==> src/hw/ethSwitch_defs.svh <==
// Sizing and address constants for the four-port switch
// Port indices fix which ports learn host and FPGA addresses (Eth1, Eth2)
// FIFO_DEPTH must hold the largest frame, since there is no drop path
`ifndef ETH_SWITCH_DEFS_SVH
`define ETH_SWITCH_DEFS_SVH

`define NUM_PORTS     4
`define BYTE_W        8
`define HDR_BYTES     14          // Ethernet header, also the Rx delay-line depth
`define FIFO_DEPTH    128         // Bytes per in/out pair
`define IPG_BYTES     12          // Interpacket gap

`define SFD_BYTE      8'hd5

// FPGA MAC layout: company ID, interface, pad, board
`define LCSR_CID      24'hfa610e
`define CID_MULTICAST (`LCSR_CID | 24'h010000)
`define PS_IFACE      16'h0300
`define RT_IFACE      16'h1394

`define BROADCAST_MAC 48'hffffffffffff

// Port map
`define ETH1_IDX      0
`define ETH2_IDX      1
`define PS_IDX        2
`define RT_IDX        3

`endif

==> src/hw/ethSwitchPkg.sv <==
// Types shared by the switch blocks
// Struct field order sets the packed bit layout, keep it stable
`include "ethSwitch_defs.svh"

package ethSwitchPkg;

  // Status carried with every switched byte
  typedef enum logic [1:0] {
    ST_PLAIN = 2'b00,
    ST_FIRST = 2'b01,
    ST_LAST  = 2'b10,
    ST_ERR   = 2'b11
  } byteStE;

  // Receive side of one port, one byte per valid cycle
  typedef struct packed {
    logic              valid;
    logic [`BYTE_W-1:0] data;
    logic              err;
  } rxByteS;

  typedef struct packed {
    logic              en;
    logic [`BYTE_W-1:0] data;
    logic              err;
  } txByteS;

  // One FIFO entry
  typedef struct packed {
    logic              valid;
    byteStE            st;
    logic [`BYTE_W-1:0] data;
  } switchWordS;

  typedef struct packed {
    logic [23:0] cid;    // Company ID
    logic [15:0] iface;  // PS or RT
    logic [3:0]  pad;
    logic [3:0]  board;
  } fpgaMacS;

  // Same 48 bits, raw or split into FPGA fields
  typedef union packed {
    logic [47:0] raw;
    fpgaMacS     fpga;
  } macAddrU;

endpackage

==> src/hw/packetFifo.sv <==
// Byte FIFO for one in/out pair with a count of complete packets
// Registered read; no overflow handling, depth must cover a full frame
`timescale 1ns/1ps
`include "ethSwitch_defs.svh"

module packetFifo (
  input  logic                     RxClk,
  input  logic                     rstN,
  input  logic                     flush,     // Out-port inactive
  input  logic                     wrEn,
  input  ethSwitchPkg::switchWordS wrWord,
  input  logic                     rdEn,
  output ethSwitchPkg::switchWordS rdWord,
  output logic                     pktAvail
);

  localparam int AW = $clog2(`FIFO_DEPTH);
  localparam int CW = AW + 1;

  ethSwitchPkg::switchWordS mem [`FIFO_DEPTH];
  ethSwitchPkg::switchWordS rdEntry;   // Read data register
  logic                     rdValid;
  logic [AW-1:0]            wrPtr;
  logic [AW-1:0]            rdPtr;
  logic [CW-1:0]            used;
  logic [CW-1:0]            pktCnt;
  logic                     wrLast;
  logic                     rdLast;

  assign wrLast = wrEn && wrWord.st == ethSwitchPkg::ST_LAST;
  assign rdLast = rdEn && mem[rdPtr].st == ethSwitchPkg::ST_LAST;  // Peek at head

  always_ff @(posedge RxClk) begin
    if (!rstN || flush) begin
      wrPtr   <= '0;
      rdPtr   <= '0;
      used    <= '0;
      pktCnt  <= '0;
      rdValid <= 1'b0;
    end else begin
      if (wrEn) wrPtr <= wrPtr + 1'b1;
      if (rdEn) rdPtr <= rdPtr + 1'b1;
      used    <= used + CW'(wrEn) - CW'(rdEn);
      pktCnt  <= pktCnt + CW'(wrLast) - CW'(rdLast);
      rdValid <= rdEn;                           // Data shows one cycle after strobe
    end
  end

  always_ff @(posedge RxClk) begin
    if (wrEn) mem[wrPtr] <= wrWord;
    if (rdEn) rdEntry <= mem[rdPtr];
  end

  assign rdWord.valid = rdValid & rdEntry.valid;
  assign rdWord.st    = rdEntry.st;
  assign rdWord.data  = rdEntry.data;
  assign pktAvail     = pktCnt != '0;            // Only whole packets are offered

  aNoOverflow: assert property (@(posedge RxClk) disable iff (!rstN)
    wrEn && !flush |-> used != CW'(`FIFO_DEPTH))
    else $error("packetFifo: write while full");

  aNoUnderflow: assert property (@(posedge RxClk) disable iff (!rstN)
    rdEn && !flush |-> used != '0)
    else $error("packetFifo: read while empty");

endmodule

==> config.mk <==
export PLATFORM = sky130hd
export DESIGN_NAME = packetFifo
export DESIGN_NICKNAME = d
export VERILOG_FILES = /design/src/hw/ethSwitchPkg.sv /design/src/hw/packetFifo.sv
export VERILOG_INCLUDE_DIRS = /design/src /design/src/hw
export SDC_FILE = /design/constraint.sdc
export NUM_CORES = 1
export LEC_CHECK = 0
export ABC_AREA = 0
export BUFFER_PORTS_ARGS = -buffer_cell sky130_fd_sc_hd__buf_2
export CORE_AREA = 8 8 315 317
export DETAILED_ROUTE_END_ITERATION = 10
export DIE_AREA = 0 0 323 325
export PLACE_DENSITY = 0.75
export SETUP_SLACK_MARGIN = 0.3
export SYNTH_ARGS = -nofsm -noshare
export SYNTH_HDL_FRONTEND = slang
export SYNTH_SLANG_ARGS = --single-unit
==> constraint.sdc <==
create_clock -name RxClk -period 5.55 [get_ports RxClk]
set_input_delay 1.11 -clock RxClk [delete_from_list [all_inputs] [get_ports RxClk]]
set_output_delay 1.11 -clock RxClk [all_outputs]
set_load 0.005 [all_outputs]
==> impl_metrics.tcl <==
set metrics [dict create \
    status "completed" \
    rsz0062_at_grt "no" \
    crit_chain "buf_12 -> mux4_2 -> mux4_2 -> mux2i_1 -> o211ai_1 -> o2111a_1 -> nor3b_1 -> buf_4 -> ha_1 -> inv_1 -> ha_1 -> inv_1 -> fa_1 -> nand2b_1 -> a21oi_1 -> o21ai_0 -> a21oi_1 -> nor2_1 -> xor2_1 -> nor2_1" \
    dpl.hpwl_um 75800 \
    die_w_um 323 \
    htree_levels 4 \
    crit_path_end_kind "flop" \
    postLayoutCoreUtil_pct 66.3 \
    gr-total-overflow 0 \
    via_per_inst 6.63 \
    relSlewSlack_pct 3.79 \
    drc_errors 0 \
    final_nets 2604 \
    yosysSeqAreaShare_pct 77.3 \
    first_pass_iters 6 \
    mostFrequentLayoutCells "edfxtp_1, mux4_2, nor2_1" \
    max_stage_delay_ns 0.68 \
    cp.arrival_ns 5.68 \
    p_leak_nw 19.0 \
    yosys.cell_types.count 49 \
    root_buffer "clkbuf_16" \
    peakVddDrop_v 0.000250 \
    fin_crit_sh_pct 91.4 \
    fillCellCount 5730 \
    max_clock_freq_mhz 197 \
    netlist_area_sq_mm 0.0559 \
    io_pins 28 \
    report.final.hold_viol_count 0 \
    critPathBufInv 4 \
    first_global_vias 26800 \
    async_flop_share_pct 0 \
    drv_cap 0 \
    drive_gt1_share_pct 29.0 \
    grt_pass1_wl_um 187000 \
    setup_tns_ns 0 \
    antenna_found_initial 5 \
    fp.dieH_um 325 \
    clk_latency_ns 0.75 \
    skew_ns 0.0239 \
    crit_fanout 40 \
    wire_per_inst_um 32.6 \
    drt-initial-drc-count 3842 \
    hold_path.class "flop to flop" \
    cts_setup_buffers 0 \
    crit_type "flop to flop" \
    syn_nets 2459 \
    io_buffer_count 27 \
    fin_crit_ns 5.07 \
    final_common_cell "edfxtp_1" \
    core_area_sq_mm 0.0942 \
    vias 26200 \
    setup_viol 0 \
    track_usage_pct 24.7 \
    start_kind "flop" \
    slew_viol_final 0 \
    initial_core_util_pct 59.4 \
    drt_wl_total_um 129000 \
    rows 113 \
    synth.avg_cell_area_sq_um 23.0 \
    power.density_mw_per_mm2 354 \
    dieArea_sq_mm 0.105 \
    clock_sinks 1449 \
    hold_buffers 0 \
    clk_pin_slew_ns 0.06 \
    cts_tree "yes" \
    cts_buffers 141 \
    p_total_mw 22.1 \
    slowest_stage "dfxtp_4" \
    ys_ff_latch 1449 \
    cpLargestDelayFamily "multiplexers" \
    area_growth_pct 11.6 \
    worstPathRequired_ns 6.15 \
    drtAntennaViolNets 0 \
    yosysWarnings 0 \
    r2r_slack_ns 0.48 \
    grt_max_degree 129 \
    cts_resized 0 \
    yosys_most_used_dff "edfxtp_1" \
    gp_congestion 0.876 \
    synth-edff-count 1419 \
    worst_slew_pin_slew_ns 1.44 \
    clockBufferDepth 3 \
    syn_inst 2429 \
]
stage by stage:
step                      setup WS (ns)  cells  area [sq um]  hold slack, ns
final                             0.476   3951         62400           0.527
after global routing              0.307   3950         62400           0.514
after CTS                         0.506   3947         62300           0.506
after detailed placement          0.578   3693         57900           0.498
after global placement            0.599   3693         57900           0.472
after floorplan                    1.50   2429         55900           0.459
registers in the layout, indices dropped and copies added (netlist names), named ones only:
register	cells
mem	1408
rdValid	1
rdWord	10
wrPtr	7
rdPtr	7
rdEntry	1
pktCnt	8
kinds of logic after synthesis:
group,after synthesis,synth area share [%]
fa+ha+maj,14,0.327
flops,1449,77.3
mux,460,17.9
compound gates,69,0.871
xor+xnor,15,0.235
buf+inv,159,1.37
simple gates,263,2.02
cells in the mapped netlist (2+ instances only):
| master | count | share of area (%) |
|---|---|---|
| buf_4 | 24 | 0.32 |
| a22o_1 | 2 | 0.031 |
| inv_1 | 19 | 0.13 |
| o21a_1 | 9 | 0.12 |
| nor3b_1 | 2 | 0.027 |
| ha_1 | 13 | 0.29 |
| buf_2 | 39 | 0.35 |
| nand3b_1 | 2 | 0.027 |
| edfxtp_1 | 1419 | 76 |
| nand2b_1 | 8 | 0.090 |
| xor2_1 | 11 | 0.17 |
| mux4_2 | 431 | 17 |
| a22oi_1 | 4 | 0.054 |
| nand4_1 | 5 | 0.056 |
| nand2_1 | 45 | 0.30 |
| nor2_1 | 152 | 1.0 |
| mux2_2 | 2 | 0.040 |
| xnor2_1 | 4 | 0.063 |
| buf_6 | 4 | 0.081 |
| a21o_1 | 2 | 0.027 |
| mux2i_1 | 27 | 0.48 |
| buf_1 | 21 | 0.14 |
| o21ai_0 | 8 | 0.072 |
| a21oi_1 | 15 | 0.13 |
| nor2b_1 | 11 | 0.12 |
| clkbuf_1 | 51 | 0.34 |
| or3_1 | 3 | 0.034 |
| a31oi_1 | 3 | 0.034 |
| a221oi_1 | 3 | 0.047 |
| and2_1 | 2 | 0.022 |
| dfxtp_1 | 30 | 1.1 |
| nand3_1 | 21 | 0.19 |
| o221ai_1 | 4 | 0.063 |
| o2111ai_1 | 2 | 0.031 |
| a32oi_1 | 9 | 0.14 |
| nor3_1 | 8 | 0.072 |
| o211ai_1 | 2 | 0.027 |
report_power, final:
| group | leakage (nW) | internal [mW] | switching (mW) |
|---|---|---|---|
| registers | 13.0 | 12.0 | 0.0175 |
| logic | 3.83 | 0.280 | 0.450 |
| clock network | 2.18 | 5.26 | 4.04 |
| total | 19.0 | 17.6 | 4.50 |
routing by layer:
layer	share of wire [%]	track usage [%]	up-vias
li1	-	-	10500
met1	36	33.7	13800
met4	4.1	9.70	4
met2	49	38.9	1625
met5	0.025	0	-
met3	11	6.06	243
worst register-to-register path: cells and delay by family, from the launching register on:
kind	cells	cell delay, ns
simple gates	4	0.69
fa+ha+maj	3	0.81
mux	3	1.10
xor+xnor	1	0.15
compound gates	5	0.84
flops	1	0.68
buf+inv	4	0.68
final cells by class:
| type | count | area (sq um) | share of cell area (%) |
|---|---|---|---|
| Tap cell | 1265 | 1580 | 2.54 |
| Clock inverter | 84 | 737 | 1.18 |
| Clock buffer | 170 | 3750 | 6.01 |
| Antenna cell | 1 | 2.50 | 0.00401 |
| Inverter | 20 | 77.6 | 0.124 |
| Multi-Input combinational cell | 821 | 11900 | 19.1 |
| Timing Repair Buffer | 141 | 1080 | 1.73 |
| Sequential cell | 1449 | 43200 | 69.3 |
worst paths after layout:
kind / to / cells past startpoint / startpoint
worst min-delay path: rdPtr[5]$_SDFFE_PP0P_ / 2 / rdPtr[5]$_SDFFE_PP0P_
worst max register to register: pktCnt[6]$_SDFF_PP0_ / 20 / flop
worst max-delay path: pktCnt[6]$_SDFF_PP0_ / 20 / flop
worst min register to register: rdPtr[5]$_SDFFE_PP0P_ / 2 / rdPtr[5]$_SDFFE_PP0P_
Power figures use the tool's default switching activity.
