**config.mk**
```make
export PLATFORM = sky130hd
export DESIGN_NAME = frameReceiver
export DESIGN_NICKNAME = d
export VERILOG_FILES = /design/src/hw/ethSwitchPkg.sv /design/src/hw/frameReceiver.sv
export VERILOG_INCLUDE_DIRS = /design/src /design/src/hw
export SDC_FILE = /design/constraint.sdc
export NUM_CORES = 1
export LEC_CHECK = 0
export ABC_AREA = 1
export BUFFER_PORTS_ARGS = -buffer_cell sky130_fd_sc_hd__buf_2
export CAP_MARGIN = 20
export CORE_ASPECT_RATIO = 1.2
export CORE_MARGIN = 2
export CORE_UTILIZATION = 53
export DETAILED_ROUTE_END_ITERATION = 16
export GPL_ROUTABILITY_DRIVEN = 0
export GPL_TIMING_DRIVEN = 0
export HOLD_SLACK_MARGIN = 0.15
export PLACE_DENSITY = 0.76
export SLEW_MARGIN = 25
export SYNTH_ARGS = -nofsm -noshare
export SYNTH_HDL_FRONTEND = slang
export SYNTH_SLANG_ARGS = --single-unit
```
**constraint.sdc**
```tcl
create_clock -name RxClk -period 2.4 [get_ports RxClk]
set_input_delay 0.24 -clock RxClk [delete_from_list [all_inputs] [get_ports RxClk]]
set_output_delay 0.24 -clock RxClk [all_outputs]
set_load 0.01 [all_outputs]
```
**src/hw/ethSwitch_defs.svh**
```systemverilog
// Sizing and address constants for the four-port switch
// Port indices fix which ports learn host and FPGA addresses (Eth1, Eth2)
// FIFO_DEPTH must hold the largest frame, since there is no drop path
`ifndef ETH_SWITCH_DEFS_SVH
`define ETH_SWITCH_DEFS_SVH

`define NUM_PORTS     4
`define BYTE_W        8
`define HDR_BYTES     14          // Ethernet header, also the Rx delay-line depth
`define FIFO_DEPTH    128         // Bytes per in/out pair
`define IPG_BYTES     12          // Interpacket gap

`define SFD_BYTE      8'hd5

// FPGA MAC layout: company ID, interface, pad, board
`define LCSR_CID      24'hfa610e
`define CID_MULTICAST (`LCSR_CID | 24'h010000)
`define PS_IFACE      16'h0300
`define RT_IFACE      16'h1394

`define BROADCAST_MAC 48'hffffffffffff

// Port map
`define ETH1_IDX      0
`define ETH2_IDX      1
`define PS_IDX        2
`define RT_IDX        3

`endif

```
**src/hw/ethSwitchPkg.sv**
```systemverilog
// Types shared by the switch blocks
// Struct field order sets the packed bit layout, keep it stable
`include "ethSwitch_defs.svh"

package ethSwitchPkg;

  // Status carried with every switched byte
  typedef enum logic [1:0] {
    ST_PLAIN = 2'b00,
    ST_FIRST = 2'b01,
    ST_LAST  = 2'b10,
    ST_ERR   = 2'b11
  } byteStE;

  // Receive side of one port, one byte per valid cycle
  typedef struct packed {
    logic              valid;
    logic [`BYTE_W-1:0] data;
    logic              err;
  } rxByteS;

  typedef struct packed {
    logic              en;
    logic [`BYTE_W-1:0] data;
    logic              err;
  } txByteS;

  // One FIFO entry
  typedef struct packed {
    logic              valid;
    byteStE            st;
    logic [`BYTE_W-1:0] data;
  } switchWordS;

  typedef struct packed {
    logic [23:0] cid;    // Company ID
    logic [15:0] iface;  // PS or RT
    logic [3:0]  pad;
    logic [3:0]  board;
  } fpgaMacS;

  // Same 48 bits, raw or split into FPGA fields
  typedef union packed {
    logic [47:0] raw;
    fpgaMacS     fpga;
  } macAddrU;

endpackage

```
**src/hw/frameReceiver.sv**
```systemverilog
// Per-port receiver: SFD search, address capture and a 14-byte delay line
// Frames need 12+ idle cycles between them so the held addresses
// stay valid until the delayed tail has left
`timescale 1ns/1ps
`include "ethSwitch_defs.svh"

module frameReceiver (
  input  logic                     RxClk,
  input  logic                     rstN,
  input  ethSwitchPkg::rxByteS     rx,
  output ethSwitchPkg::switchWordS stream,
  output ethSwitchPkg::macAddrU    destMac,
  output ethSwitchPkg::macAddrU    srcMac,
  output logic                     headerDone
);

  localparam int DLY        = `HDR_BYTES;
  localparam int ADDR_BYTES = 12;                 // Dest + source MAC
  localparam int CW         = $clog2(`HDR_BYTES);

  typedef enum logic [1:0] {
    RX_IDLE   = 2'd0,
    RX_HEADER = 2'd1,
    RX_DATA   = 2'd2
  } rxStateE;

  rxStateE            state;
  logic [CW-1:0]      hdrCnt;                     // Byte index within header
  logic [`BYTE_W-1:0] hdrByte [0:ADDR_BYTES-1];   // Type field is counted, not kept

  // Valid line is one stage longer for edge detection
  logic [DLY:0]                  vldDly;
  logic [DLY-1:0][`BYTE_W-1:0]   dataDly;
  logic [DLY-1:0]                errDly;
  logic                          isFirst;
  logic                          isLast;

  // Delay line
  always_ff @(posedge RxClk) begin
    if (!rstN) begin
      vldDly <= '0;
    end else begin
      vldDly <= {vldDly[DLY-1:0], rx.valid};
    end
  end

  always_ff @(posedge RxClk) begin
    dataDly <= {dataDly[DLY-2:0], rx.data};
    errDly  <= {errDly[DLY-2:0], rx.err};
  end

  // Header FSM
  always_ff @(posedge RxClk) begin
    if (!rstN) begin
      state      <= RX_IDLE;
      hdrCnt     <= '0;
      headerDone <= 1'b0;
    end else begin
      headerDone <= 1'b0;                         // One-cycle strobe
      case (state)
        RX_IDLE: begin
          // Preamble is not checked, only the delimiter
          if (rx.valid && rx.data == `SFD_BYTE) begin
            state  <= RX_HEADER;
            hdrCnt <= '0;
          end
        end
        RX_HEADER: begin
          if (!rx.valid) begin
            state <= RX_IDLE;                     // Runt frame
          end else begin
            hdrCnt <= hdrCnt + 1'b1;
            if (hdrCnt == CW'(`HDR_BYTES - 1)) begin
              state      <= RX_DATA;
              headerDone <= 1'b1;
            end
          end
        end
        RX_DATA: begin
          if (!rx.valid) state <= RX_IDLE;        // End of frame
        end
        default: state <= RX_IDLE;
      endcase
    end
  end

  // Address bytes, first on the wire is most significant
  always_ff @(posedge RxClk) begin
    if (state == RX_HEADER && rx.valid && hdrCnt < CW'(ADDR_BYTES)) begin
      hdrByte[hdrCnt] <= rx.data;
    end
  end

  assign destMac.raw = {hdrByte[0], hdrByte[1], hdrByte[2],
                        hdrByte[3], hdrByte[4], hdrByte[5]};
  assign srcMac.raw  = {hdrByte[6], hdrByte[7], hdrByte[8],
                        hdrByte[9], hdrByte[10], hdrByte[11]};

  // Byte status at the delay-line output
  assign isFirst = vldDly[DLY-1] & ~vldDly[DLY];    // Rising valid
  assign isLast  = vldDly[DLY-1] & ~vldDly[DLY-2];  // Falling valid next

  always_comb begin
    stream.valid = vldDly[DLY-1];
    stream.data  = dataDly[DLY-1];
    if (isFirst) begin
      stream.st = ethSwitchPkg::ST_FIRST;
    end else if (isLast) begin
      stream.st = ethSwitchPkg::ST_LAST;
    end else if (errDly[DLY-1]) begin
      stream.st = ethSwitchPkg::ST_ERR;
    end else begin
      stream.st = ethSwitchPkg::ST_PLAIN;
    end
  end

  aStateLegal: assert property (@(posedge RxClk) disable iff (!rstN)
    state inside {RX_IDLE, RX_HEADER, RX_DATA})
    else $error("frameReceiver: illegal state %0d", state);

endmodule

```
==> results.py <==
metrics = {
    "run_status": {
        "status": "completed",
    },
    "placement": {
        "place_inst": 647,
        "place_ws_ns": 0.221,
        "port_buffers": 118,
        "dp_hpwl_microns": 6640,
    },
    "floorplanning": {
        "die_height_microns": 125,
        "core_sq_mm": 0.0120,
        "die_area_sq_mm": 0.0131,
        "rows": 44,
        "io_pins": 120,
        "die_x_microns": 105,
        "start_util_pct": 53.8,
    },
    "clock_network": {
        "cts_tree": "built",
        "clk_pin_slew_ns": 0.07,
        "clk_latency_ns": 0.47,
        "clock_sinks": 244,
        "post_cts_buffers": 0,
        "h-tree-depth": 1,
        "clock_path_buffers": 3,
        "ctsResizeCount": 0,
        "holdBufCountCts": 11,
        "numCtsBuffers": 21,
        "root_buffer": "clkbuf_16",
    },
    "critical_path": {
        "cp-startpoint": "state[0]",
        "slowest_delay_ns": 0.63,
        "critical_path_required_ns": 2.50,
        "arrival_ns": 2.06,
        "r2r_setup_slack_ns": 0.44,
        "cp_cell_sequence": "nand2_2 > inv_2 > nand2_2 > buf_6 > nor3_2",
        "crit_type": "reg -> reg",
        "critPathBufInv": 2,
        "setup.worst_path.start_class": "register",
        "endpoint_kind": "register",
        "crit_slowest_cell": "nor3_2",
        "crit_fanout": 10,
        "reg2reg_from": "state[0]",
        "path_common_cell": "nand2_2",
        "path_delay_family": "simple AND/OR/NAND/NOR gates",
    },
    "detailed_routing": {
        "ant_nets": 0,
        "wl_per_cell_microns": 15.5,
        "wirelength_microns": 10800,
        "first_pass_iters": 4,
        "vias": 3210,
        "viasPerCell": 4.62,
        "route.detailed.drc": 0,
        "drt-initial-drc-count": 130,
    },
    "hold_path": {
        "hold_start": "dataDly[92]",
        "hold_path_class": "reg -> reg",
    },
    "global_route": {
        "grtUsageTotal_pct": 16.5,
        "overflow": 0,
        "grt_pass1_vias": 3225,
        "use_met2_pct": 29.3,
        "grt_pass1_wl_microns": 16600,
        "met1_usage_pct": 19.6,
        "use_met3_pct": 4.76,
        "busiest_layer": "met2",
        "grt_max_degree": 18,
        "antenna_found_initial": 0,
    },
    "finish": {
        "fin_util_pct": 67.9,
        "area_delta_synth_final_pct": 26.2,
        "n_fill_cell": 807,
        "multi_input_comb_area_sq_um": 463,
        "insertedDiodeCount": 0,
        "layout-drive-gt1-share_pct": 33.9,
        "nets": 536,
        "fin_cells": 695,
        "regArea_sq_mm": 0.00585,
    },
    "power_and_ir_drop": {
        "finalPower_mw": 7.91,
        "p_per_area_mw_per_mm2": 971,
        "p_leak_nw": 3.37,
        "irDropWorstVdd_uv": 743,
    },
    "logic_synthesis": {
        "synth_nets": 384,
        "netlist_instances": 368,
        "yosys_register_bits": 244,
        "ys_warn_count": 0,
        "synth_edf_count": 96,
        "ys_dominant_reg_cell": "dfxtp_1",
        "yosysSeqAreaShare_pct": 90.5,
        "synthArstFlopShare_pct": 0,
        "synth_cell_types": 22,
        "synth_area_sq_mm": 0.00646,
        "syn_area_per_cell_sq_um": 17.5,
    },
    "timing": {
        "period_share_pct": 81.6,
        "rsz0062_at_grt": "no",
        "final.setup.tns_ns": 0,
        "drv_slew": 0,
        "finalSetupViolations": 0,
        "fmax_mhz": 511,
        "post-route-min-period_ns": 1.96,
        "setup_slack_ns": 0.442,
        "worst_pin_slew_ns": 0.833,
        "relSlewSlack_pct": 44.1,
        "finClkSkew_ns": 0.00680,
        "hold_violations": 0,
    },
    "job": {
        "cap_violations": 0,
    },
}
-- cell families after synthesis --
kind of cell               share of synthesized area [%]
AOI/OAI and AO/OA                                   1.05
and+or+nand+nor                                     4.42
DFF                                                 90.5
adders and majority gates                          0.775
buffers and inverters                               3.22
-- through the flow --
stage | instance area (sq um) | hold WS [ns]
floorplan | 6460 | 0.268
global placement | 7250 | 0.310
detailed placement | 7300 | 0.312
CTS | 8140 | 0.327
global route | 8150 | 0.322
finish | 8150 | 0.325
-- cells in the final DEF, fill, tap and decap left out, drive strengths merged, types with 4 or more instances in the layout --
cell type,count
edfxtp,96
buf,129
nor2,10
dfxtp,148
inv,32
a21oi,6
ha,4
nand3,7
nor3,14
clkbuf,36
nand2,31
dlygate4sd3,11
-- synth_stat cells (2+ instances only) --
cell type | n | area (sq um)
dfxtp_1 | 148 | 2960
edfxtp_1 | 96 | 2880
inv_1 | 31 | 116
nand2_1 | 29 | 109
nor3_1 | 14 | 70.1
buf_4 | 9 | 67.6
nor2_1 | 9 | 33.8
nand3_1 | 7 | 35.0
a21oi_1 | 6 | 30.0
ha_1 | 4 | 50.1
o21ai_0 | 3 | 15.0
nand2_2 | 2 | 12.5
-- final cells by class --
cell class	instances	share of cell area (%)
Multi-Input combinational cell	80	5.68
Timing Repair Buffer	129	8.60
Clock inverter	2	0.123
Sequential cell	244	71.7
Buffer	12	1.07
Inverter	32	1.47
Clock buffer	35	8.84
Tap cell	161	2.47
-- per-layer routing --
metal / share of wire, % / up-vias
met5: 0 / -
met4: 1.6 / 0
met3: 7.3 / 19
met2: 52 / 103
met1: 39 / 1564
li1: - / 1524
-- power by group --
group / internal, mW / switching, mW / total, mW
sequential: 4.41 / 0.0243 / 4.44
clock: 2.04 / 1.33 / 3.38
combinational: 0.0363 / 0.0628 / 0.0990
-- sequential cells by signal (all words and copies together) (netlist names) --
name	count
stream	8
dataDly	104
hdrByte	96
state	2
hdrCnt	4
vldDly	15
errDly	14
headerDone	1
-- path summary, 6_finish.rpt --
check / to / cells after the start
min: dataDly[100] / 0
max: hdrByte[9][0] / 5
max reg2reg: hdrByte[9][0] / 5
min reg2reg: dataDly[100] / 0
No activity file was read; power rests on OpenSTA's default activity.
