`config.mk`:
```
export PLATFORM = sky130hd
export DESIGN_NAME = txScheduler
export DESIGN_NICKNAME = d
export VERILOG_FILES = /design/src/hw/ethSwitchPkg.sv /design/src/hw/txScheduler.sv
export VERILOG_INCLUDE_DIRS = /design/src /design/src/hw
export SDC_FILE = /design/constraint.sdc
export NUM_CORES = 1
export LEC_CHECK = 0
export ABC_AREA = 0
export CORE_MARGIN = 2
export CORE_UTILIZATION = 47
export CTS_BUF_LIST = sky130_fd_sc_hd__clkbuf_4 sky130_fd_sc_hd__clkbuf_8
export DETAILED_ROUTE_END_ITERATION = 12
export DONT_BUFFER_PORTS = 1
export SYNTH_ARGS = -nofsm -noshare
export SYNTH_HDL_FRONTEND = slang
export SYNTH_SLANG_ARGS = --single-unit
```
`constraint.sdc`:
```
create_clock -name RxClk -period 2.8 [get_ports RxClk]
set_input_delay 0.28 -clock RxClk [delete_from_list [all_inputs] [get_ports RxClk]]
set_output_delay 0.28 -clock RxClk [all_outputs]
set_load 0.01 [all_outputs]
```
`src/hw/ethSwitch_defs.svh`:
```
// Sizing and address constants for the four-port switch
// Port indices fix which ports learn host and FPGA addresses (Eth1, Eth2)
// FIFO_DEPTH must hold the largest frame, since there is no drop path
`ifndef ETH_SWITCH_DEFS_SVH
`define ETH_SWITCH_DEFS_SVH

`define NUM_PORTS     4
`define BYTE_W        8
`define HDR_BYTES     14          // Ethernet header, also the Rx delay-line depth
`define FIFO_DEPTH    128         // Bytes per in/out pair
`define IPG_BYTES     12          // Interpacket gap

`define SFD_BYTE      8'hd5

// FPGA MAC layout: company ID, interface, pad, board
`define LCSR_CID      24'hfa610e
`define CID_MULTICAST (`LCSR_CID | 24'h010000)
`define PS_IFACE      16'h0300
`define RT_IFACE      16'h1394

`define BROADCAST_MAC 48'hffffffffffff

// Port map
`define ETH1_IDX      0
`define ETH2_IDX      1
`define PS_IDX        2
`define RT_IDX        3

`endif

```
`src/hw/ethSwitchPkg.sv`:
```
// Types shared by the switch blocks
// Struct field order sets the packed bit layout, keep it stable
`include "ethSwitch_defs.svh"

package ethSwitchPkg;

  // Status carried with every switched byte
  typedef enum logic [1:0] {
    ST_PLAIN = 2'b00,
    ST_FIRST = 2'b01,
    ST_LAST  = 2'b10,
    ST_ERR   = 2'b11
  } byteStE;

  // Receive side of one port, one byte per valid cycle
  typedef struct packed {
    logic              valid;
    logic [`BYTE_W-1:0] data;
    logic              err;
  } rxByteS;

  typedef struct packed {
    logic              en;
    logic [`BYTE_W-1:0] data;
    logic              err;
  } txByteS;

  // One FIFO entry
  typedef struct packed {
    logic              valid;
    byteStE            st;
    logic [`BYTE_W-1:0] data;
  } switchWordS;

  typedef struct packed {
    logic [23:0] cid;    // Company ID
    logic [15:0] iface;  // PS or RT
    logic [3:0]  pad;
    logic [3:0]  board;
  } fpgaMacS;

  // Same 48 bits, raw or split into FPGA fields
  typedef union packed {
    logic [47:0] raw;
    fpgaMacS     fpga;
  } macAddrU;

endpackage

```
`src/hw/txScheduler.sv`:
```
// Round-robin scheduler for one out-port over its three in-port FIFOs
// Starts only on fully queued packets, then reads them out back to back
// At least IPG_BYTES idle cycles follow every packet
`timescale 1ns/1ps
`include "ethSwitch_defs.svh"

module txScheduler (
  input  logic                     RxClk,
  input  logic                     rstN,
  input  logic [`NUM_PORTS-1:0]    pktAvail,   // Own index tied low
  input  ethSwitchPkg::switchWordS rdWord [`NUM_PORTS],
  output logic [`NUM_PORTS-1:0]    rdEn,
  output ethSwitchPkg::txByteS     tx
);

  localparam int PW = $clog2(`NUM_PORTS);
  localparam int GW = $clog2(`IPG_BYTES + 1);

  logic [PW-1:0]            cur;       // Current or last served in-port
  logic                     active;
  logic [GW-1:0]            gapCnt;
  logic [PW-1:0]            pick;
  logic [PW-1:0]            cand;
  logic                     found;
  logic                     canStart;
  logic                     moreData;
  ethSwitchPkg::switchWordS selWord;

  assign selWord = rdWord[cur];

  // Next in-port after cur with a queued packet, cur itself last
  always_comb begin
    pick  = cur;
    found = 1'b0;
    for (int k = 1; k <= `NUM_PORTS; k++) begin
      cand = cur + PW'(k);
      if (!found && pktAvail[cand]) begin
        pick  = cand;
        found = 1'b1;
      end
    end
  end

  assign canStart = !active && gapCnt == '0 && found;
  // Keep reading while the word on the bus is not the last one;
  // a missing word means the FIFO was flushed under us
  assign moreData = active && selWord.valid && selWord.st != ethSwitchPkg::ST_LAST;

  always_comb begin
    rdEn = '0;
    if (moreData) begin
      rdEn[cur] = 1'b1;
    end else if (canStart) begin
      rdEn[pick] = 1'b1;                       // First read in the select cycle
    end
  end

  always_ff @(posedge RxClk) begin
    if (!rstN) begin
      cur    <= '0;
      active <= 1'b0;
      gapCnt <= '0;
    end else if (active) begin
      if (!moreData) begin
        active <= 1'b0;                        // Last byte is on tx now
        gapCnt <= GW'(`IPG_BYTES);
      end
    end else if (gapCnt != '0) begin
      gapCnt <= gapCnt - 1'b1;
    end else if (found) begin
      cur    <= pick;
      active <= 1'b1;
    end
  end

  // Output straight from the selected FIFO register
  assign tx.en   = selWord.valid;
  assign tx.data = selWord.data;
  assign tx.err  = selWord.valid && selWord.st == ethSwitchPkg::ST_ERR;

endmodule

```
==> results.toml, run 1 <==
[hold_path]
hold_path_end = "gapCnt[3]"
hold_path_startpoint = "rstN"
hp-class = "in2reg"
min_path_cells = 1

[global_route]
grt_use_met3_pct = 10.2
grt_pass1_wl_microns = 3410
grt_start_max_net_pins = 23
met2_usage_pct = 32.6
grt_antenna_before_repair = 0
grt_pass1_vias = 762
grt-ovfl-total = 0
grt_busiest_layer = "met2"
grtUsageMet1_pct = 20.4
grt.total_usage_pct = 18.5

[timing]
layout_worst_path_cycle_share_pct = 91.8
worstMarginPinSlew_ns = 0.656
holdWs_ns = 0.143
fin_crit_ns = 2.57
hold_viol_final = 0
rsz0062_at_grt = "no"
final_max_slew_viol_count = 0
clock_skew_ns = 0.00720
setup_violations = 0
max_freq_mhz = 389
slew-limit-headroom_pct = 55.7
fin_setup_tns_ns = 0

[worst_setup_path]
critPathBufInv = 2
crit_path_end_kind = "output port"
cp_max_fo = 7
r2r_cells = 6
worst_ep_required_time_ns = 2.52
cpLargestDelayFamily = "compound AO/OA/AOI/OAI gates"
crit_chain = "inv_1 -> ha_1 -> mux4_2 -> o221ai_2 -> o21ai_1 -> a22oi_1 -> o21ai_0 -> buf_4"
start_kind = "register"
crit_type = "reg2out"
cp_slowest_stage_delay_ns = 0.46
reg2reg_from = "cur[0]"
timing.rr.end = "gapCnt[2]"
worstPathArrival_ns = 2.29
r2r_slack_ns = 0.69
worst_path_max_delay_cell = "ha_1"

[power_and_ir_drop]
peakVddDrop_v = 0.000573
netSwitchingFraction_pct = 46.6
leakage_nw = 0.368
finalPower_mw = 1.12
intPower_uw = 599
combPwrFrac_pct = 74.9
seqPwrFrac_pct = 15.9
clkPwrFrac_pct = 9.2
p_switching_uw = 523
powerDensity_nw_per_um2 = 1140

[synthesis]
synth-seq-cells = 7
syn_nets = 148
syn_avg_cell_area_sq_um = 10.1
yosysWarnings = 0
syn_area_sq_um = 925
synth_edf_count = 0
synthArstFlopShare_pct = 0
ys_seq_area_share_pct = 15.2
yosysUniqueCellTypes = 33
ys.flop_type = "dfxtp_1"
syn_inst = 92

[clocking]
clock_latency_ns = 0.26
cts_made_buffers = 3
path_clk_slew_ns = 0.06
htreeDepth = 1
cts_root_buffer = "clkbuf_4"
cts_tree = "done"
cts.sinks = 7
clk_path_buf_depth = 2
post_cts_buffers = 0

[drt]
drt-initial-drc-count = 21
dr.pass1.iters = 4
drc = 0
wire_per_inst_microns = 17.8
viasPerCell = 6.48
ant_nets = 0
vias = 784
routed_wl_microns = 2150

[outcome]
status = "completed"

[floorplanning]
die-area_sq_um = 2340
die_x_microns = 48.4
core-area_sq_um = 1900
initial_core_util_pct = 48.6
die_h_microns = 48.4
num_rows = 16
io-pin-count = 64

[cells_and_area]
num_antenna_cells = 0
fin_nets = 151
fin_cells = 121
drive_gt1_share_pct = 19.1
area_delta_synth_final_pct = 6.77
layout_common_cells = "mux4_2, o21ai_0, dfxtp_1, inv_1, ha_1"
stdcell_area_sq_um = 987

[placement]
place.port_buffers = 0
gp_congestion = 0.808
dp_cells = 117
dp_hpwl_microns = 1770
placed_cell_area_sq_um = 952

[job]
cap_violations = 0
## Yosys cell counts (3+ instances only)
master   n  area, sq um
mux2i_1  5         50.1
mux4_2   8          180
inv_1    6         22.5
mux4_1   4          105
or3_1    3         18.8
ha_1     6         75.1
and2_1   3         18.8
o21ai_0  8         40.0
a22o_1   3         26.3
dfxtp_1  7          140
nor3_1   3         15.0
and3_1   3         18.8
nand2_1  5         18.8
nor2_1   3         11.3
## repair_timing
action	4_1_cts	5_1_grt
setup endpoints to repair	0	1
hold buffers	0	0
resized for setup	0	1
## registers in the layout, summed over array words and instances, names as in the netlist
| register | count |
|---|---|
| gapCnt | 4 |
| cur | 2 |
| active | 1 |
## stage by stage
stage	setup WS (ns)	util, %
2_1_floorplan	0.333	-
3_3_place_gp	0.486	50.1
3_5_place_dp	0.496	50.1
4_1_cts	0.211	51.6
5_1_grt	0.0293	51.9
6_report	0.228	51.9
## power groups by stage
stage	registers [mW]	logic (mW)	clock network, mW
6_report	0.178	0.841	0.103
5_1_grt	0.186	0.930	0.111
4_1_cts	0.176	0.838	0.107
3_5_place_dp	0.178	0.835	0
3_3_place_gp	0.177	0.822	0
2_1_floorplan	0.181	0.703	0
## kinds of logic (layout without fill, tap and decap cells)
kind of cell / after synthesis / count (layout) / share of synthesized area (%)
adder cells (fa/ha/maj): 6 / 6 / 8.12
AND/OR/NAND/NOR: 24 / 24 / 13.8
multiplexers: 18 / 18 / 37.5
buffers and inverters: 11 / 13 / 5.55
AO/OA/AOI/OAI: 26 / 26 / 19.9
flip-flops: 7 / 7 / 15.2
## layout make-up
| cell class | count | area [sq um] |
|---|---|---|
| well taps | 27 | 33.8 |
| multi-input cells | 74 | 738 |
| repair buffers | 3 | 22.5 |
| clock buffers | 4 | 30.0 |
| flip-flops and latches | 7 | 140 |
| inverters | 6 | 22.5 |
| fillers | 176 | 915 |
## worst max-delay path by stage
stage / startpoint / to / cells after the start
2_1_floorplan: cur[0] / rdEn[2] / 9
3_3_place_gp: gapCnt[0] / rdEn[0] / 8
3_5_place_dp: cur[1] / rdEn[0] / 8
4_1_cts: cur[1] / rdEn[0] / 8
5_1_grt: cur[1] / rdEn[0] / 8
6_report: cur[1] / rdEn[0] / 8
## metal layers
metal,vias to the layer above,part of all wire (%)
li1,372,-
met1,364,39
met2,48,48
met3,0,13
met4,0,0
met5,-,0
(Power assumes the default switching activity.)
==> run 2, diff against run 1 <==
--- a/config.mk
+++ b/config.mk
@@ -6,7 +6,7 @@
 export SDC_FILE = /design/constraint.sdc
 export NUM_CORES = 1
 export LEC_CHECK = 0
-export ABC_AREA = 0
+export ABC_AREA = 1
 export CORE_MARGIN = 2
 export CORE_UTILIZATION = 47
 export CTS_BUF_LIST = sky130_fd_sc_hd__clkbuf_4 sky130_fd_sc_hd__clkbuf_8
==> results.toml, run 2 <==
[clocking]
clock_latency_ns = 0.26
post_cts_buffers = 0
clk_path_buf_depth = 2
cts_made_buffers = 3
hold_buffers = 0
cts_tree = "done"
cts_root_buffer = "clkbuf_4"
path_clk_slew_ns = 0.05
htreeDepth = 1
cts.sinks = 7
post_cts_resized = 0

[placement]
dp_cells = 226
place.port_buffers = 0
gp_congestion = 0.839
dp_hpwl_microns = 2190

[synthesis]
yosysUniqueCellTypes = 24
synth_top_area_cell = "nand2_1"
synthTopCellsByArea = "nand2_1, dfxtp_1, nand3_1, nor2_1, o21ai_0"
synth_commonest_cells = "nand2_1, nor2_1, nand3_1, inv_1, o21ai_0"
syn_inst = 202
synth_top_cell_area_share_pct = 20.6
syn_avg_cell_area_sq_um = 5.49
synthArstFlopShare_pct = 0
synth-seq-cells = 7
syn_nets = 258
synth_edf_count = 0
yosysWarnings = 0
syn_area_sq_um = 1110
post-synth-top-count-cell = "nand2_1"
ys_seq_area_share_pct = 12.6
ys.flop_type = "dfxtp_1"

[timing]
fin_crit_ns = 2.33
slew-limit-headroom_pct = 78.1
setup_violations = 0
clock_skew_ns = 0.00657
hold_viol_final = 0
fin_setup_tns_ns = 0
rsz0062_at_grt = "no"
holdWs_ns = 0.154
final_max_slew_viol_count = 0
layout_worst_path_cycle_share_pct = 83.2
max_freq_mhz = 430
worstMarginPinSlew_ns = 0.329

[floorplanning]
core-area_sq_um = 2210
die_x_microns = 52.6
die-area_sq_um = 2770
io-pin-count = 64
die_h_microns = 52.6
initial_core_util_pct = 50.2
num_rows = 17

[worst_setup_path]
crit_type = "reg2out"
cp_slowest_stage_delay_ns = 0.38
crit_chain = "inv_1 -> buf_4 -> ha_1 -> inv_1 -> nand2_2 -> nand2_2 -> inv_2 -> nand3_2 -> nand2_1 -> nand2_1 -> nand3_1 -> nand2_1"
start_kind = "register"
worst_path_most_repeated_cell = "nand2_1"
crit_path_end_kind = "output port"
worst_path_max_delay_cell = "ha_1"
worst_ep_required_time_ns = 2.52
cp_max_fo = 17
worstPathArrival_ns = 2.05

[global_route]
grt_pass1_vias = 1045
grt_start_max_net_pins = 35
grt-ovfl-total = 0
grt_antenna_before_repair = 0
grt.total_usage_pct = 20.6
grt_pass1_wl_microns = 4300

[drt]
dr.pass1.iters = 4
wire_per_inst_microns = 12.5
drc = 0
ant_nets = 0
route.met2.wl_microns = 1320
routed_wl_microns = 2870
wl_met3_microns = 224
viasPerCell = 5.53
dr.max_layer_used = "met4"
vias = 1273
drt-initial-drc-count = 20
wl_met1_microns = 1300

[cells_and_area]
num_antenna_cells = 0
top_regs = "gapCnt: 4 flops, cur: 2 flops, active: 1 flops"
fillers = 237
top_register = "gapCnt"
ff_latch_area_sq_um = 140
layout_common_cells = "nand2_1, nor2_1, nand3_1, inv_1, o21ai_0"
fin_nets = 259
drive_gt1_share_pct = 13.9
largest_register_ffs = 4
layout_commonest_cell = "nand2_1"
fin_cells = 230
multiInputGateArea_sq_um = 842
area_delta_synth_final_pct = 4.17

[outcome]
status = "completed"

[power_and_ir_drop]
powerDensity_nw_per_um2 = 1450
leakage_nw = 0.612
peakVddDrop_v = 0.000708

[hold_path]
hp-class = "in2reg"

[job]
cap_violations = 0
run 2: cell count changes in the layout (fill, tap and decap cells not counted), sizes merged, moves of 8 or more:
cell | before | now
nand3 | 0 | 24
o22ai | 0 | 8
inv | 6 | 21
nor2 | 3 | 24
mux4 | 12 | 0
nand2 | 5 | 70
o21ai | 10 | 19
run 2: where the power goes:
| part | total [mW] | internal, mW | switching, mW |
|---|---|---|---|
| sequential | 0.170 | 0.146 | 0.0237 |
| clock | 0.103 | 0.0641 | 0.0386 |
| combinational | 1.41 | 0.439 | 0.966 |
run 2: path summary, 6_finish.rpt:
path | startpoint | cells past startpoint | slack [ns] | endpoint
max reg2reg | cur[1] | 12 | 0.94 | cur[0]
min reg2reg | gapCnt[1] | 2 | 0.48 | gapCnt[1]
min | rstN | 2 | 0.15 | cur[1]
max | cur[1] | 12 | 0.47 | rdEn[3]
run 2: per-layer routing:
| metal | GRT usage (%) | vias up |
|---|---|---|
| met5 | 0 | - |
| met4 | 5.13 | 0 |
| met3 | 3.43 | 5 |
| met2 | 35.4 | 60 |
| met1 | 26.5 | 543 |
| li1 | - | 665 |
run 2: final cells by class:
cell class	instances	share of cell area (%)
flip-flops and latches	7	12.1
inverters	21	6.82
repair buffers	4	2.60
clock buffers	4	2.60
multi-input cells	166	72.8
well taps	28	3.03
run 2: stage by stage:
| step | utilization (%) | power, mW | worst slack (ns) | cell area, sq um |
|---|---|---|---|---|
| after global routing | 52.3 | 1.88 | 0.309 | 1160 |
| final | 52.3 | 1.68 | 0.472 | 1160 |
| after floorplan | - | 1.35 | 0.461 | 1110 |
| after global placement | 50.9 | 1.55 | 0.819 | 1130 |
| after CTS | 52.3 | 1.68 | 0.474 | 1160 |
| after detailed placement | 50.9 | 1.58 | 0.743 | 1130 |
run 2: logic make-up after synthesis:
logic type	count (synthesis)	share of synthesized area, %
AOI/OAI and AO/OA	33	16.3
adders and majority gates	6	6.76
buffers and inverters	29	11.5
DFF	7	12.6
and+or+nand+nor	127	52.8
run 2: critical path, delay by kind of cell, from the launching register on:
family | cells | cell delay, ns
DFF | 1 | 0.32
adders and majority gates | 1 | 0.38
and+or+nand+nor | 7 | 0.66
buffers and inverters | 4 | 0.43
