File: config.mk
export PLATFORM = sky130hd
export DESIGN_NAME = forwardTable
export DESIGN_NICKNAME = d
export VERILOG_FILES = /design/src/hw/ethSwitchPkg.sv /design/src/hw/forwardTable.sv
export VERILOG_INCLUDE_DIRS = /design/src /design/src/hw
export SDC_FILE = /design/constraint.sdc
export NUM_CORES = 1
export LEC_CHECK = 0
export BUFFER_PORTS_ARGS = -buffer_cell sky130_fd_sc_hd__buf_2
export CELL_PAD_IN_SITES_DETAIL_PLACEMENT = 0
export CELL_PAD_IN_SITES_GLOBAL_PLACEMENT = 1
export CORE_UTILIZATION = 37
export DETAILED_ROUTE_END_ITERATION = 8
export GPL_TIMING_DRIVEN = 0
export PLACE_DENSITY_LB_ADDON = 0.05
export SLEW_MARGIN = 25
export SYNTH_ARGS = -nofsm -noshare
export SYNTH_HDL_FRONTEND = slang
export SYNTH_SLANG_ARGS = --single-unit
File: constraint.sdc
create_clock -name RxClk -period 2.8 [get_ports RxClk]
set_input_delay 0.14 -clock RxClk [delete_from_list [all_inputs] [get_ports RxClk]]
set_output_delay 0.14 -clock RxClk [all_outputs]
set_load 0.02 [all_outputs]
File: src/hw/ethSwitch_defs.svh
// Sizing and address constants for the four-port switch
// Port indices fix which ports learn host and FPGA addresses (Eth1, Eth2)
// FIFO_DEPTH must hold the largest frame, since there is no drop path
`ifndef ETH_SWITCH_DEFS_SVH
`define ETH_SWITCH_DEFS_SVH

`define NUM_PORTS     4
`define BYTE_W        8
`define HDR_BYTES     14          // Ethernet header, also the Rx delay-line depth
`define FIFO_DEPTH    128         // Bytes per in/out pair
`define IPG_BYTES     12          // Interpacket gap

`define SFD_BYTE      8'hd5

// FPGA MAC layout: company ID, interface, pad, board
`define LCSR_CID      24'hfa610e
`define CID_MULTICAST (`LCSR_CID | 24'h010000)
`define PS_IFACE      16'h0300
`define RT_IFACE      16'h1394

`define BROADCAST_MAC 48'hffffffffffff

// Port map
`define ETH1_IDX      0
`define ETH2_IDX      1
`define PS_IDX        2
`define RT_IDX        3

`endif

File: src/hw/ethSwitchPkg.sv
// Types shared by the switch blocks
// Struct field order sets the packed bit layout, keep it stable
`include "ethSwitch_defs.svh"

package ethSwitchPkg;

  // Status carried with every switched byte
  typedef enum logic [1:0] {
    ST_PLAIN = 2'b00,
    ST_FIRST = 2'b01,
    ST_LAST  = 2'b10,
    ST_ERR   = 2'b11
  } byteStE;

  // Receive side of one port, one byte per valid cycle
  typedef struct packed {
    logic              valid;
    logic [`BYTE_W-1:0] data;
    logic              err;
  } rxByteS;

  typedef struct packed {
    logic              en;
    logic [`BYTE_W-1:0] data;
    logic              err;
  } txByteS;

  // One FIFO entry
  typedef struct packed {
    logic              valid;
    byteStE            st;
    logic [`BYTE_W-1:0] data;
  } switchWordS;

  typedef struct packed {
    logic [23:0] cid;    // Company ID
    logic [15:0] iface;  // PS or RT
    logic [3:0]  pad;
    logic [3:0]  board;
  } fpgaMacS;

  // Same 48 bits, raw or split into FPGA fields
  typedef union packed {
    logic [47:0] raw;
    fpgaMacS     fpga;
  } macAddrU;

endpackage

File: src/hw/forwardTable.sv
// Learns host MAC and visible FPGA boards on Eth1/Eth2, builds forward masks
// Masks are combinational from the held destination address
// Learned entries clear while their port is inactive
`timescale 1ns/1ps
`include "ethSwitch_defs.svh"

module forwardTable (
  input  logic                       RxClk,
  input  logic                       rstN,
  input  logic [3:0]                 boardId,
  input  logic [`NUM_PORTS-1:0]      portActive,
  input  ethSwitchPkg::macAddrU      destMac [`NUM_PORTS],
  input  ethSwitchPkg::macAddrU      srcMac  [`NUM_PORTS],
  input  logic [`NUM_PORTS-1:0]      headerDone,
  output logic [`NUM_PORTS-1:0]      fwdMask [`NUM_PORTS]
);

  localparam int N = `NUM_PORTS;

  logic [47:0] hostMac  [`ETH1_IDX:`ETH2_IDX];   // Learned host per Eth port
  logic [15:0] fpgaSeen [`ETH1_IDX:`ETH2_IDX];   // Boards seen behind each Eth port
  logic [15:0] fpgaAct  [`ETH1_IDX:`ETH2_IDX];   // Forward board traffic on this port
  logic [15:0] unseen;                           // Board seen on neither port
  logic [47:0] primary  [N];                     // Primary address per out-port

  // Learning, Eth ports only
  always_ff @(posedge RxClk) begin
    for (int p = `ETH1_IDX; p <= `ETH2_IDX; p++) begin
      if (!rstN || !portActive[p]) begin
        hostMac[p]  <= `BROADCAST_MAC;
        fpgaSeen[p] <= '0;
      end else if (headerDone[p]) begin
        hostMac[p] <= srcMac[p].raw;
        // Interface field does not matter here, any board address counts
        if (srcMac[p].fpga.cid == `LCSR_CID) begin
          fpgaSeen[p][srcMac[p].fpga.board] <= 1'b1;
        end
      end
    end
  end

  always_comb begin
    for (int b = 0; b < 16; b++) begin
      // Flood unknown boards, but never our own
      unseen[b] = ~fpgaSeen[`ETH1_IDX][b] & ~fpgaSeen[`ETH2_IDX][b] & (boardId != 4'(b));
    end
    for (int p = `ETH1_IDX; p <= `ETH2_IDX; p++) begin
      fpgaAct[p] = fpgaSeen[p] | unseen;
    end
  end

  always_comb begin
    primary[`ETH1_IDX] = hostMac[`ETH1_IDX];
    primary[`ETH2_IDX] = hostMac[`ETH2_IDX];
    primary[`PS_IDX]   = {`LCSR_CID, `PS_IFACE, 4'd0, boardId};
    primary[`RT_IDX]   = {`LCSR_CID, `RT_IFACE, 4'd0, boardId};
  end

  for (genvar i = 0; i < N; i++) begin : gIn
    logic         isBcast;
    logic         isMcast;
    logic         isCid;
    logic         noMatch;
    wire  [N-1:0] primHit;
    wire  [N-1:0] fpgaHit;
    wire  [N-1:0] mask;

    assign isBcast = destMac[i].raw == `BROADCAST_MAC;
    assign isMcast = (destMac[i].fpga.cid == `CID_MULTICAST) &&
                     ({destMac[i].fpga.pad, destMac[i].fpga.board} == 8'hff);
    assign isCid   = destMac[i].fpga.cid == `LCSR_CID;
    assign noMatch = ~(|primHit) & ~(|fpgaHit);   // Unknown anywhere, flood to Eth

    for (genvar o = 0; o < N; o++) begin : gOut
      if (o == i) begin : gSelf
        assign primHit[o] = 1'b0;
        assign fpgaHit[o] = 1'b0;
        assign mask[o]    = 1'b0;                 // No hairpin
      end else if (o == `ETH1_IDX || o == `ETH2_IDX) begin : gEth
        assign primHit[o] = destMac[i].raw == primary[o];
        assign fpgaHit[o] = isCid & fpgaAct[o][destMac[i].fpga.board];
        assign mask[o]    = portActive[o] &
                            (isBcast | isMcast | primHit[o] | fpgaHit[o] | noMatch);
      end else begin : gClient
        assign primHit[o] = destMac[i].raw == primary[o];
        assign fpgaHit[o] = 1'b0;                 // Clients take only their own address
        assign mask[o]    = portActive[o] & (isBcast | isMcast | primHit[o]);
      end
    end

    assign fwdMask[i] = mask;

    // Never back to the sender, never to a dead port
    aMaskLegal: assert property (@(posedge RxClk) disable iff (!rstN)
      (fwdMask[i] & ((N'(1) << i) | ~portActive)) == '0)
      else $error("forwardTable: bad mask %b on in-port %0d", fwdMask[i], i);
  end

endmodule

==> flow_metrics.tcl, run 1 <==
set metrics [dict create \
    grt_pass1_vias 10790 \
    h-tree-depth 4 \
    globalRouteOverflowTotal 0 \
    synth_ff_type "edfxtp_1" \
    violations "hold timing" \
    fmax_mhz 358.8 \
    place_congestion 1.004 \
    path_buf_inv 1 \
    rows 61 \
    fin_nets 1928 \
    ys_seq_area_share_pct 34.36 \
    wire_per_inst_um 28.49 \
    ys_warn_count 0 \
    startpoint_type "register" \
    firstDrtPassIters 7 \
    crit_path_max_incr_delay_ns 0.52 \
    cap_violations 0 \
    setup_viol 0 \
    netlist_instances 1142 \
    cts_buffer_depth 2 \
    outcome "finished with violations" \
    die_w_um 172.2 \
    critPathRequiredTime_ns 2.66 \
    ys_types 82 \
    leakage_nw 4.975 \
    drive_gt1_share_pct 32.27 \
    fin_crit_sh_pct 99.54 \
    antenna_found_initial 4 \
    hpwl_mm 44.00 \
    syn_to_final_growth_pct 32.15 \
    crit_fanout 3 \
    dieArea_sq_um 29660 \
    finalHoldWorstSlack_ns -0.002569 \
    clk_latency_ns 0.42 \
    cpMaxStageDelayCell "edfxtp_1" \
    grt_max_degree 49 \
    synth-edff-count 112 \
    vdd_drop_max_uv 362.8 \
    core-area_sq_um 28160 \
    cts_root_buffer "clkbuf_16" \
    num_vias 11400 \
    fin_crit_ns 2.787 \
    cts_tree "built" \
    syn_area_sq_um 10720 \
    place_ws_ns -0.1731 \
    cp-end-kind "output pin" \
    wirelength_mm 54.84 \
    power_mw 6.482 \
    cts_buffers 17 \
    cp_cell_sequence "xor2_1 -> nor4_2 -> nand4_1 -> nor3_4 -> nor2_1 -> a31oi_1 -> buf_2" \
    critPathTopFamily "simple AND/OR/NAND/NOR gates" \
    async_flop_share_pct 0 \
    initial_utilization_pct 38.07 \
    die_y_um 172.2 \
    ys_seq_elements 128 \
    slew_violations 0 \
    powerDensity_nw_per_um2 457.5 \
    ant_nets 0 \
    instances_no_fill 1925 \
    pin_count 414 \
    slew_headroom_pct 42.19 \
    routed_via_density 5.924 \
    yosysTopAreaCellShare_pct 31.37 \
    worst_slew_pin_slew_ns 0.8671 \
    tns_ns 0 \
    avgSynthCellArea_sq_um 9.388 \
    grt_pass1_wl_mm 74.97 \
    yosysTopAreaCell "edfxtp_1" \
    grt_util_all_layers_pct 36.82 \
    fin_worst_skew_ns 0 \
    placed_cells 1824 \
    portBuffers 301 \
    clkSinkCount 128 \
    drtIter0Drc 1153 \
    hold_viol 1 \
    synth_area_leaders "edfxtp_1 31%, xor2_1 20%, or2_2 5.5%, nor4_1 5.3%, xnor2_1 5.2%" \
    layout_setup_ws_ns 0.01276 \
    worstSetupPathType "reg -> out" \
    worstPathArrival_ns 2.65 \
    drc 0 \
    clk_pin_slew_ns 0.07 \
    hp-class "in -> reg" \
]
-- registers in the layout (all words and copies together), names as in the netlist --
register and cells:
fpgaSeen 32, hostMac 96
-- cells by family after synthesis --
group	synth area share, %
multiplexers	1.307
XOR/XNOR	24.83
other	0.03498
AND/OR/NAND/NOR	28.36
AO/OA/AOI/OAI	8.508
buffers and inverters	2.602
flip-flops	34.36
-- layer usage --
| metal | wire length [um] | vias up | GRT usage [%] |
|---|---|---|---|
| met2 | 24060 | 769 | 57.29 |
| met1 | 23150 | 5486 | 49.69 |
| met4 | 2319 | 0 | 16.62 |
| met5 | 0 | - | 0 |
| met3 | 5315 | 121 | 6.477 |
| li1 | - | 5027 | - |
-- cells in the final DEF, fill, tap and decap left out, types with 5 or more instances in the layout --
| cell | count |
|---|---|
| nand4_1 | 77 |
| a211oi_1 | 5 |
| dfxtp_1 | 16 |
| mux2i_1 | 5 |
| o21ai_0 | 30 |
| buf_2 | 308 |
| or3_1 | 5 |
| clkbuf_16 | 17 |
| o21bai_2 | 6 |
| o21bai_1 | 10 |
| or4_1 | 7 |
| nand4b_1 | 6 |
| inv_6 | 5 |
| a31oi_1 | 8 |
| nor4_1 | 82 |
| nand2b_1 | 10 |
| clkbuf_1 | 26 |
| or2_2 | 95 |
| inv_1 | 17 |
| xor2_1 | 240 |
| nor2_1 | 64 |
| nand2_1 | 43 |
| xnor2_1 | 64 |
| edfxtp_1 | 112 |
| nor3_1 | 36 |
| nor4_2 | 10 |
| buf_4 | 16 |
| dlygate4sd3_1 | 58 |
| a21oi_1 | 10 |
| bufinv_16 | 6 |
| nand3_1 | 27 |
| o21a_1 | 7 |
| o211ai_1 | 5 |
-- cells in the mapped netlist, types with 3 or more instances --
cell / count
and2_1: 3
nor2_1: 64
o31ai_1: 4
nor3_1: 40
mux4_2: 3
a31oi_1: 9
o21ai_0: 30
inv_1: 17
o211ai_1: 5
o41ai_1: 4
nand3_1: 27
mux2i_1: 5
nand2_1: 43
nor4b_2: 3
buf_1: 4
nor4_1: 90
and3_1: 3
clkbuf_1: 25
o21a_1: 7
a211oi_1: 6
a32o_1: 3
nor3b_1: 3
nand4_1: 77
nand2b_1: 12
o21bai_1: 14
dfxtp_1: 16
and4b_1: 4
buf_2: 7
a21oi_1: 11
a211o_1: 3
or4_1: 7
and4bb_2: 3
or3_1: 5
nor4b_1: 4
buf_4: 9
nand4b_1: 6
xor2_1: 240
or2_2: 95
nor4bb_1: 3
edfxtp_1: 112
xnor2_1: 64
-- worst paths after layout --
path | startpoint | endpoint | slack (ns) | cells after the start
hold reg to reg | fpgaSeen[1][14] | fpgaSeen[1][14] | 0.49 | 2
hold / removal | srcMac[169] | hostMac[0][25] | -0.003 | 2
setup / recovery | hostMac[0][33] | fwdMask[0] | 0.01 | 7
setup reg to reg | fpgaSeen[1][12] | fpgaSeen[1][12] | 2.07 | 2
-- report_power, final --
group          internal, mW  leakage [nW]  total [mW]  switching, mW
combinational         0.582          3.50        1.38          0.799
sequential             2.18          1.15        2.40          0.224
clock                  1.69         0.331        2.70           1.00
total                  4.46          4.97        6.48           2.03
-- through the flow --
stage,hold WS [ns],instance area [sq um],utilization (%)
after global routing,0.00007400,14170,50.31
final,-0.002569,14170,50.31
after global placement,0.4014,12710,45.14
after floorplan,0.2383,10730,-
after CTS,0.00007977,14010,49.75
after detailed placement,0.4058,12730,45.19
-- layout make-up --
class                      instances  area, sq um
antenna                            4        10.01
buffer                            45        211.5
clock buffer                      18        429.2
clock inverter                    14        250.2
fill                            2777        13990
inverter                          18        67.56
multi-input combinational        954         6904
sequential                       128         3684
tap                              378        473.0
timing repair buffer             366         2140
-- timing repair --
item | in CTS | in global routing
pin swaps | 0 | 1
gates resized for setup | 11 | 11
setup endpoints to repair | 4 | 5
hold endpoints to repair | 54 | 4
hold buffers | 54 | 4
buffers inserted | 1 | 6
(Power assumes the default switching activity.)
==> inputs of run 2 (changes only) <==
Settings changed: ABC_AREA set to 1, CORE_UTILIZATION 37 to 36.
==> run 2 against run 1 <==
The run now ends clean. Fmax is 3.6% higher. Count of clock-buffer cells in the layout is 1 lower. Non-clock buffer count increased by 8. Via count increased by 14%. Clock skew stayed put. Design area up 8.8%. Sequential cell count unchanged. Global-route usage is 5.1 points lower. Sequential power is 3% lower. Hold slack better by 0.021 ns. Critical endpoint is now fwdMask[13]. Clock power decreased by 17%. Critical path type unchanged.
==> flow_metrics.tcl, run 2 <==
set metrics [dict create \
    cts_buffers 17 \
    reg2reg_slack_ns 1.98 \
    netlist_top_cells_count "505 x nand2_1, 203 x nor2_1, 198 x inv_1, 175 x xnor2_1, 131 x nand3_1" \
    crit_path_max_incr_delay_ns 0.48 \
    critPathCapture "fwdMask[13]" \
    mostFrequentLayoutCells "504 x nand2_1, 310 x buf_2, 203 x nor2_1" \
    rr_worst_depth 2 \
    num_vias 12970 \
    yosysTopAreaCellShare_pct 28.42 \
    cts_buffer_depth 2 \
    clk_pin_slew_ns 0.06 \
    async_flop_share_pct 0 \
    syn_to_final_growth_pct 30.21 \
    ys_seq_area_share_pct 31.12 \
    worstSetupPathType "reg -> out" \
    fin_nets 2550 \
    grt_pass1_wl_mm 75.93 \
    wirelength_mm 53.75 \
    dieArea_sq_um 33600 \
    cp-end-kind "output pin" \
    ant_nets 0 \
    portBuffers 301 \
    syn_area_sq_um 11840 \
    ys_types 39 \
    placed_cell_area_sq_um 13970 \
    critPathRequiredTime_ns 2.66 \
    ys_seq_elements 128 \
    hold_viol 0 \
    hpwl_mm 44.88 \
    clk_latency_ns 0.45 \
    grt_pass1_vias 12290 \
    grt_max_degree 29 \
    drc 0 \
    p_int_mw 4.090 \
    rsz0062_at_grt "no" \
    die_y_um 183.3 \
    netlist_instances 1741 \
    place_congestion 0.9671 \
    critPathTopFamily "simple AND/OR/NAND/NOR gates" \
    globalRouteOverflowTotal 0 \
    crit_fanout 3 \
    grt_util_all_layers_pct 31.69 \
    rows 66 \
    startpoint_type "register" \
    crit_top_cell "nand2_1" \
    cap_violations 0 \
    fmax_mhz 371.8 \
    avgSynthCellArea_sq_um 6.798 \
    p_clk_share_pct 36.5 \
    antenna_found_initial 3 \
    setup_viol 0 \
    fillers 3457 \
    synth_ff_type "edfxtp_1" \
    p_sw_share_pct 32.93 \
    synth_area_leaders "edfxtp_1 28%, nand2_1 16%, xnor2_1 13%, nor2_1 6.4%, inv_1 6.3%" \
    seqCellArea_sq_um 3684 \
    drive_gt1_share_pct 21.25 \
    vdd_drop_max_uv 431.4 \
    core-area_sq_um 32450 \
    postLayoutCellArea_sq_um 15410 \
    synth_most_common_cell "nand2_1" \
    yosysTopAreaCell "edfxtp_1" \
    r2r-start "fpgaSeen[1][14]" \
    hp-class "in -> reg" \
    crit_start "hostMac[1][11]" \
    final_common_cell "nand2_1" \
    worst_slew_pin_slew_ns 0.9461 \
    synth-edff-count 112 \
    firstDrtPassIters 8 \
    clkSinkCount 128 \
    ys_warn_count 0 \
    cts_tree "built" \
    fin_crit_sh_pct 96.05 \
    tns_ns 0 \
    multiInputGateArea_sq_um 7263 \
    cts_root_buffer "clkbuf_16" \
    drtIter0Drc 993 \
    h-tree-depth 4 \
    postCtsSetupRepairBufs 0 \
    fin_worst_skew_ns 0 \
    seq_power_share_pct 38.2 \
    outcome "finished clean" \
    path_depth 10 \
    initial_utilization_pct 36.47 \
    powerDensity_nw_per_um2 395.7 \
    slew_violations 0 \
    cp_cell_sequence "xnor2_1 -> nand2_1 -> nor3_1 -> nand2_1 -> nor2_1 -> nand2_1 -> o21ai_0 -> inv_1 -> a21oi_1 -> buf_2" \
    largest_reg_flops 96 \
    leakage_nw 6.758 \
    fin_crit_ns 2.690 \
    r2r_end "fpgaSeen[1][14]" \
    slew_headroom_pct 36.35 \
    combPwrFrac_pct 25.3 \
    reg.largest.list "hostMac x96, fpgaSeen x32" \
    p_sw_mw 2.008 \
    die_w_um 183.3 \
    routed_via_density 4.973 \
    path_buf_inv 2 \
    top_register "hostMac" \
    wire_per_inst_um 20.60 \
    worstPathArrival_ns 2.55 \
    cpMaxStageDelayCell "edfxtp_1" \
    pin_count 414 \
]
==> run 2: cell families after synthesis <==
logic type,Yosys count,share of synthesized area (%)
AND/OR/NAND/NOR,1086,41.16
buffers and inverters,235,7.813
XOR/XNOR,230,17.02
flip-flops,128,31.12
AO/OA/AOI/OAI,61,2.855
other,1,0.03169
==> run 2: how the worst min path moves through the flow <==
stage / end / from / cells past startpoint / slack (ns)
floorplan: hostMac[0][0] / srcMac[144] / 2 / 0.32
finish: hostMac[0][25] / srcMac[169] / 2 / 0.02
global placement: hostMac[0][22] / srcMac[166] / 2 / 0.40
detailed placement: hostMac[0][4] / srcMac[148] / 2 / 0.40
CTS: hostMac[0][43] / srcMac[187] / 2 / 0.001
global route: hostMac[0][43] / srcMac[187] / 2 / 0.01
==> run 2: timing repair <==
item                                   in CTS  in global routing
setup endpoints to repair                   0                  1
gates resized for setup                     0                  1
hold buffers                               86                  0
endpoints found under the hold margin      86                  0
==> run 2: cell type report <==
| type | count | area share (%) |
|---|---|---|
| Tap cell | 442 | 3.589 |
| Clock inverter | 15 | 0.9661 |
| Antenna cell | 2 | 0.03248 |
| Inverter | 205 | 5.001 |
| Buffer | 30 | 0.9986 |
| Timing Repair Buffer | 389 | 15.62 |
| Sequential cell | 128 | 23.90 |
| Clock buffer | 17 | 2.760 |
| Multi-Input combinational cell | 1381 | 47.13 |
==> run 2: per-layer routing <==
layer | global-route usage, % | routed length [um]
met1 | 37.37 | 21910
met2 | 58.62 | 27500
met3 | 3.674 | 2560
met4 | 11.57 | 1753
met5 | 0 | 23
==> run 2: worst register-to-register path, stage by stage (launching register included) <==
cell,delay (ns)
dfxtp_1,0.40
inv_1,0.15
o22ai_1,0.19
==> run 2: stage by stage <==
stage	utilization, %	power (mW)	worst slack (ns)	cells	hold WS, ns
floorplan	-	3.122	0.7588	1744	0.3190
global route	47.48	6.358	0.0007498	2608	0.01230
global placement	42.85	3.789	-0.7593	2487	0.4014
finish	47.49	6.098	0.1105	2609	0.01846
CTS	47.46	6.122	0.04851	2607	0.001286
detailed placement	43.03	3.800	0.3760	2489	0.4035
==> run 2: power by group through the flow <==
stage          registers (mW)  clock network, mW  logic [mW]
2_1_floorplan            2.31                  0       0.810
3_3_place_gp             2.37                  0        1.42
3_5_place_dp             2.37                  0        1.43
4_1_cts                  2.33               2.26        1.53
5_1_grt                  2.34               2.33        1.69
6_report                 2.33               2.23        1.55
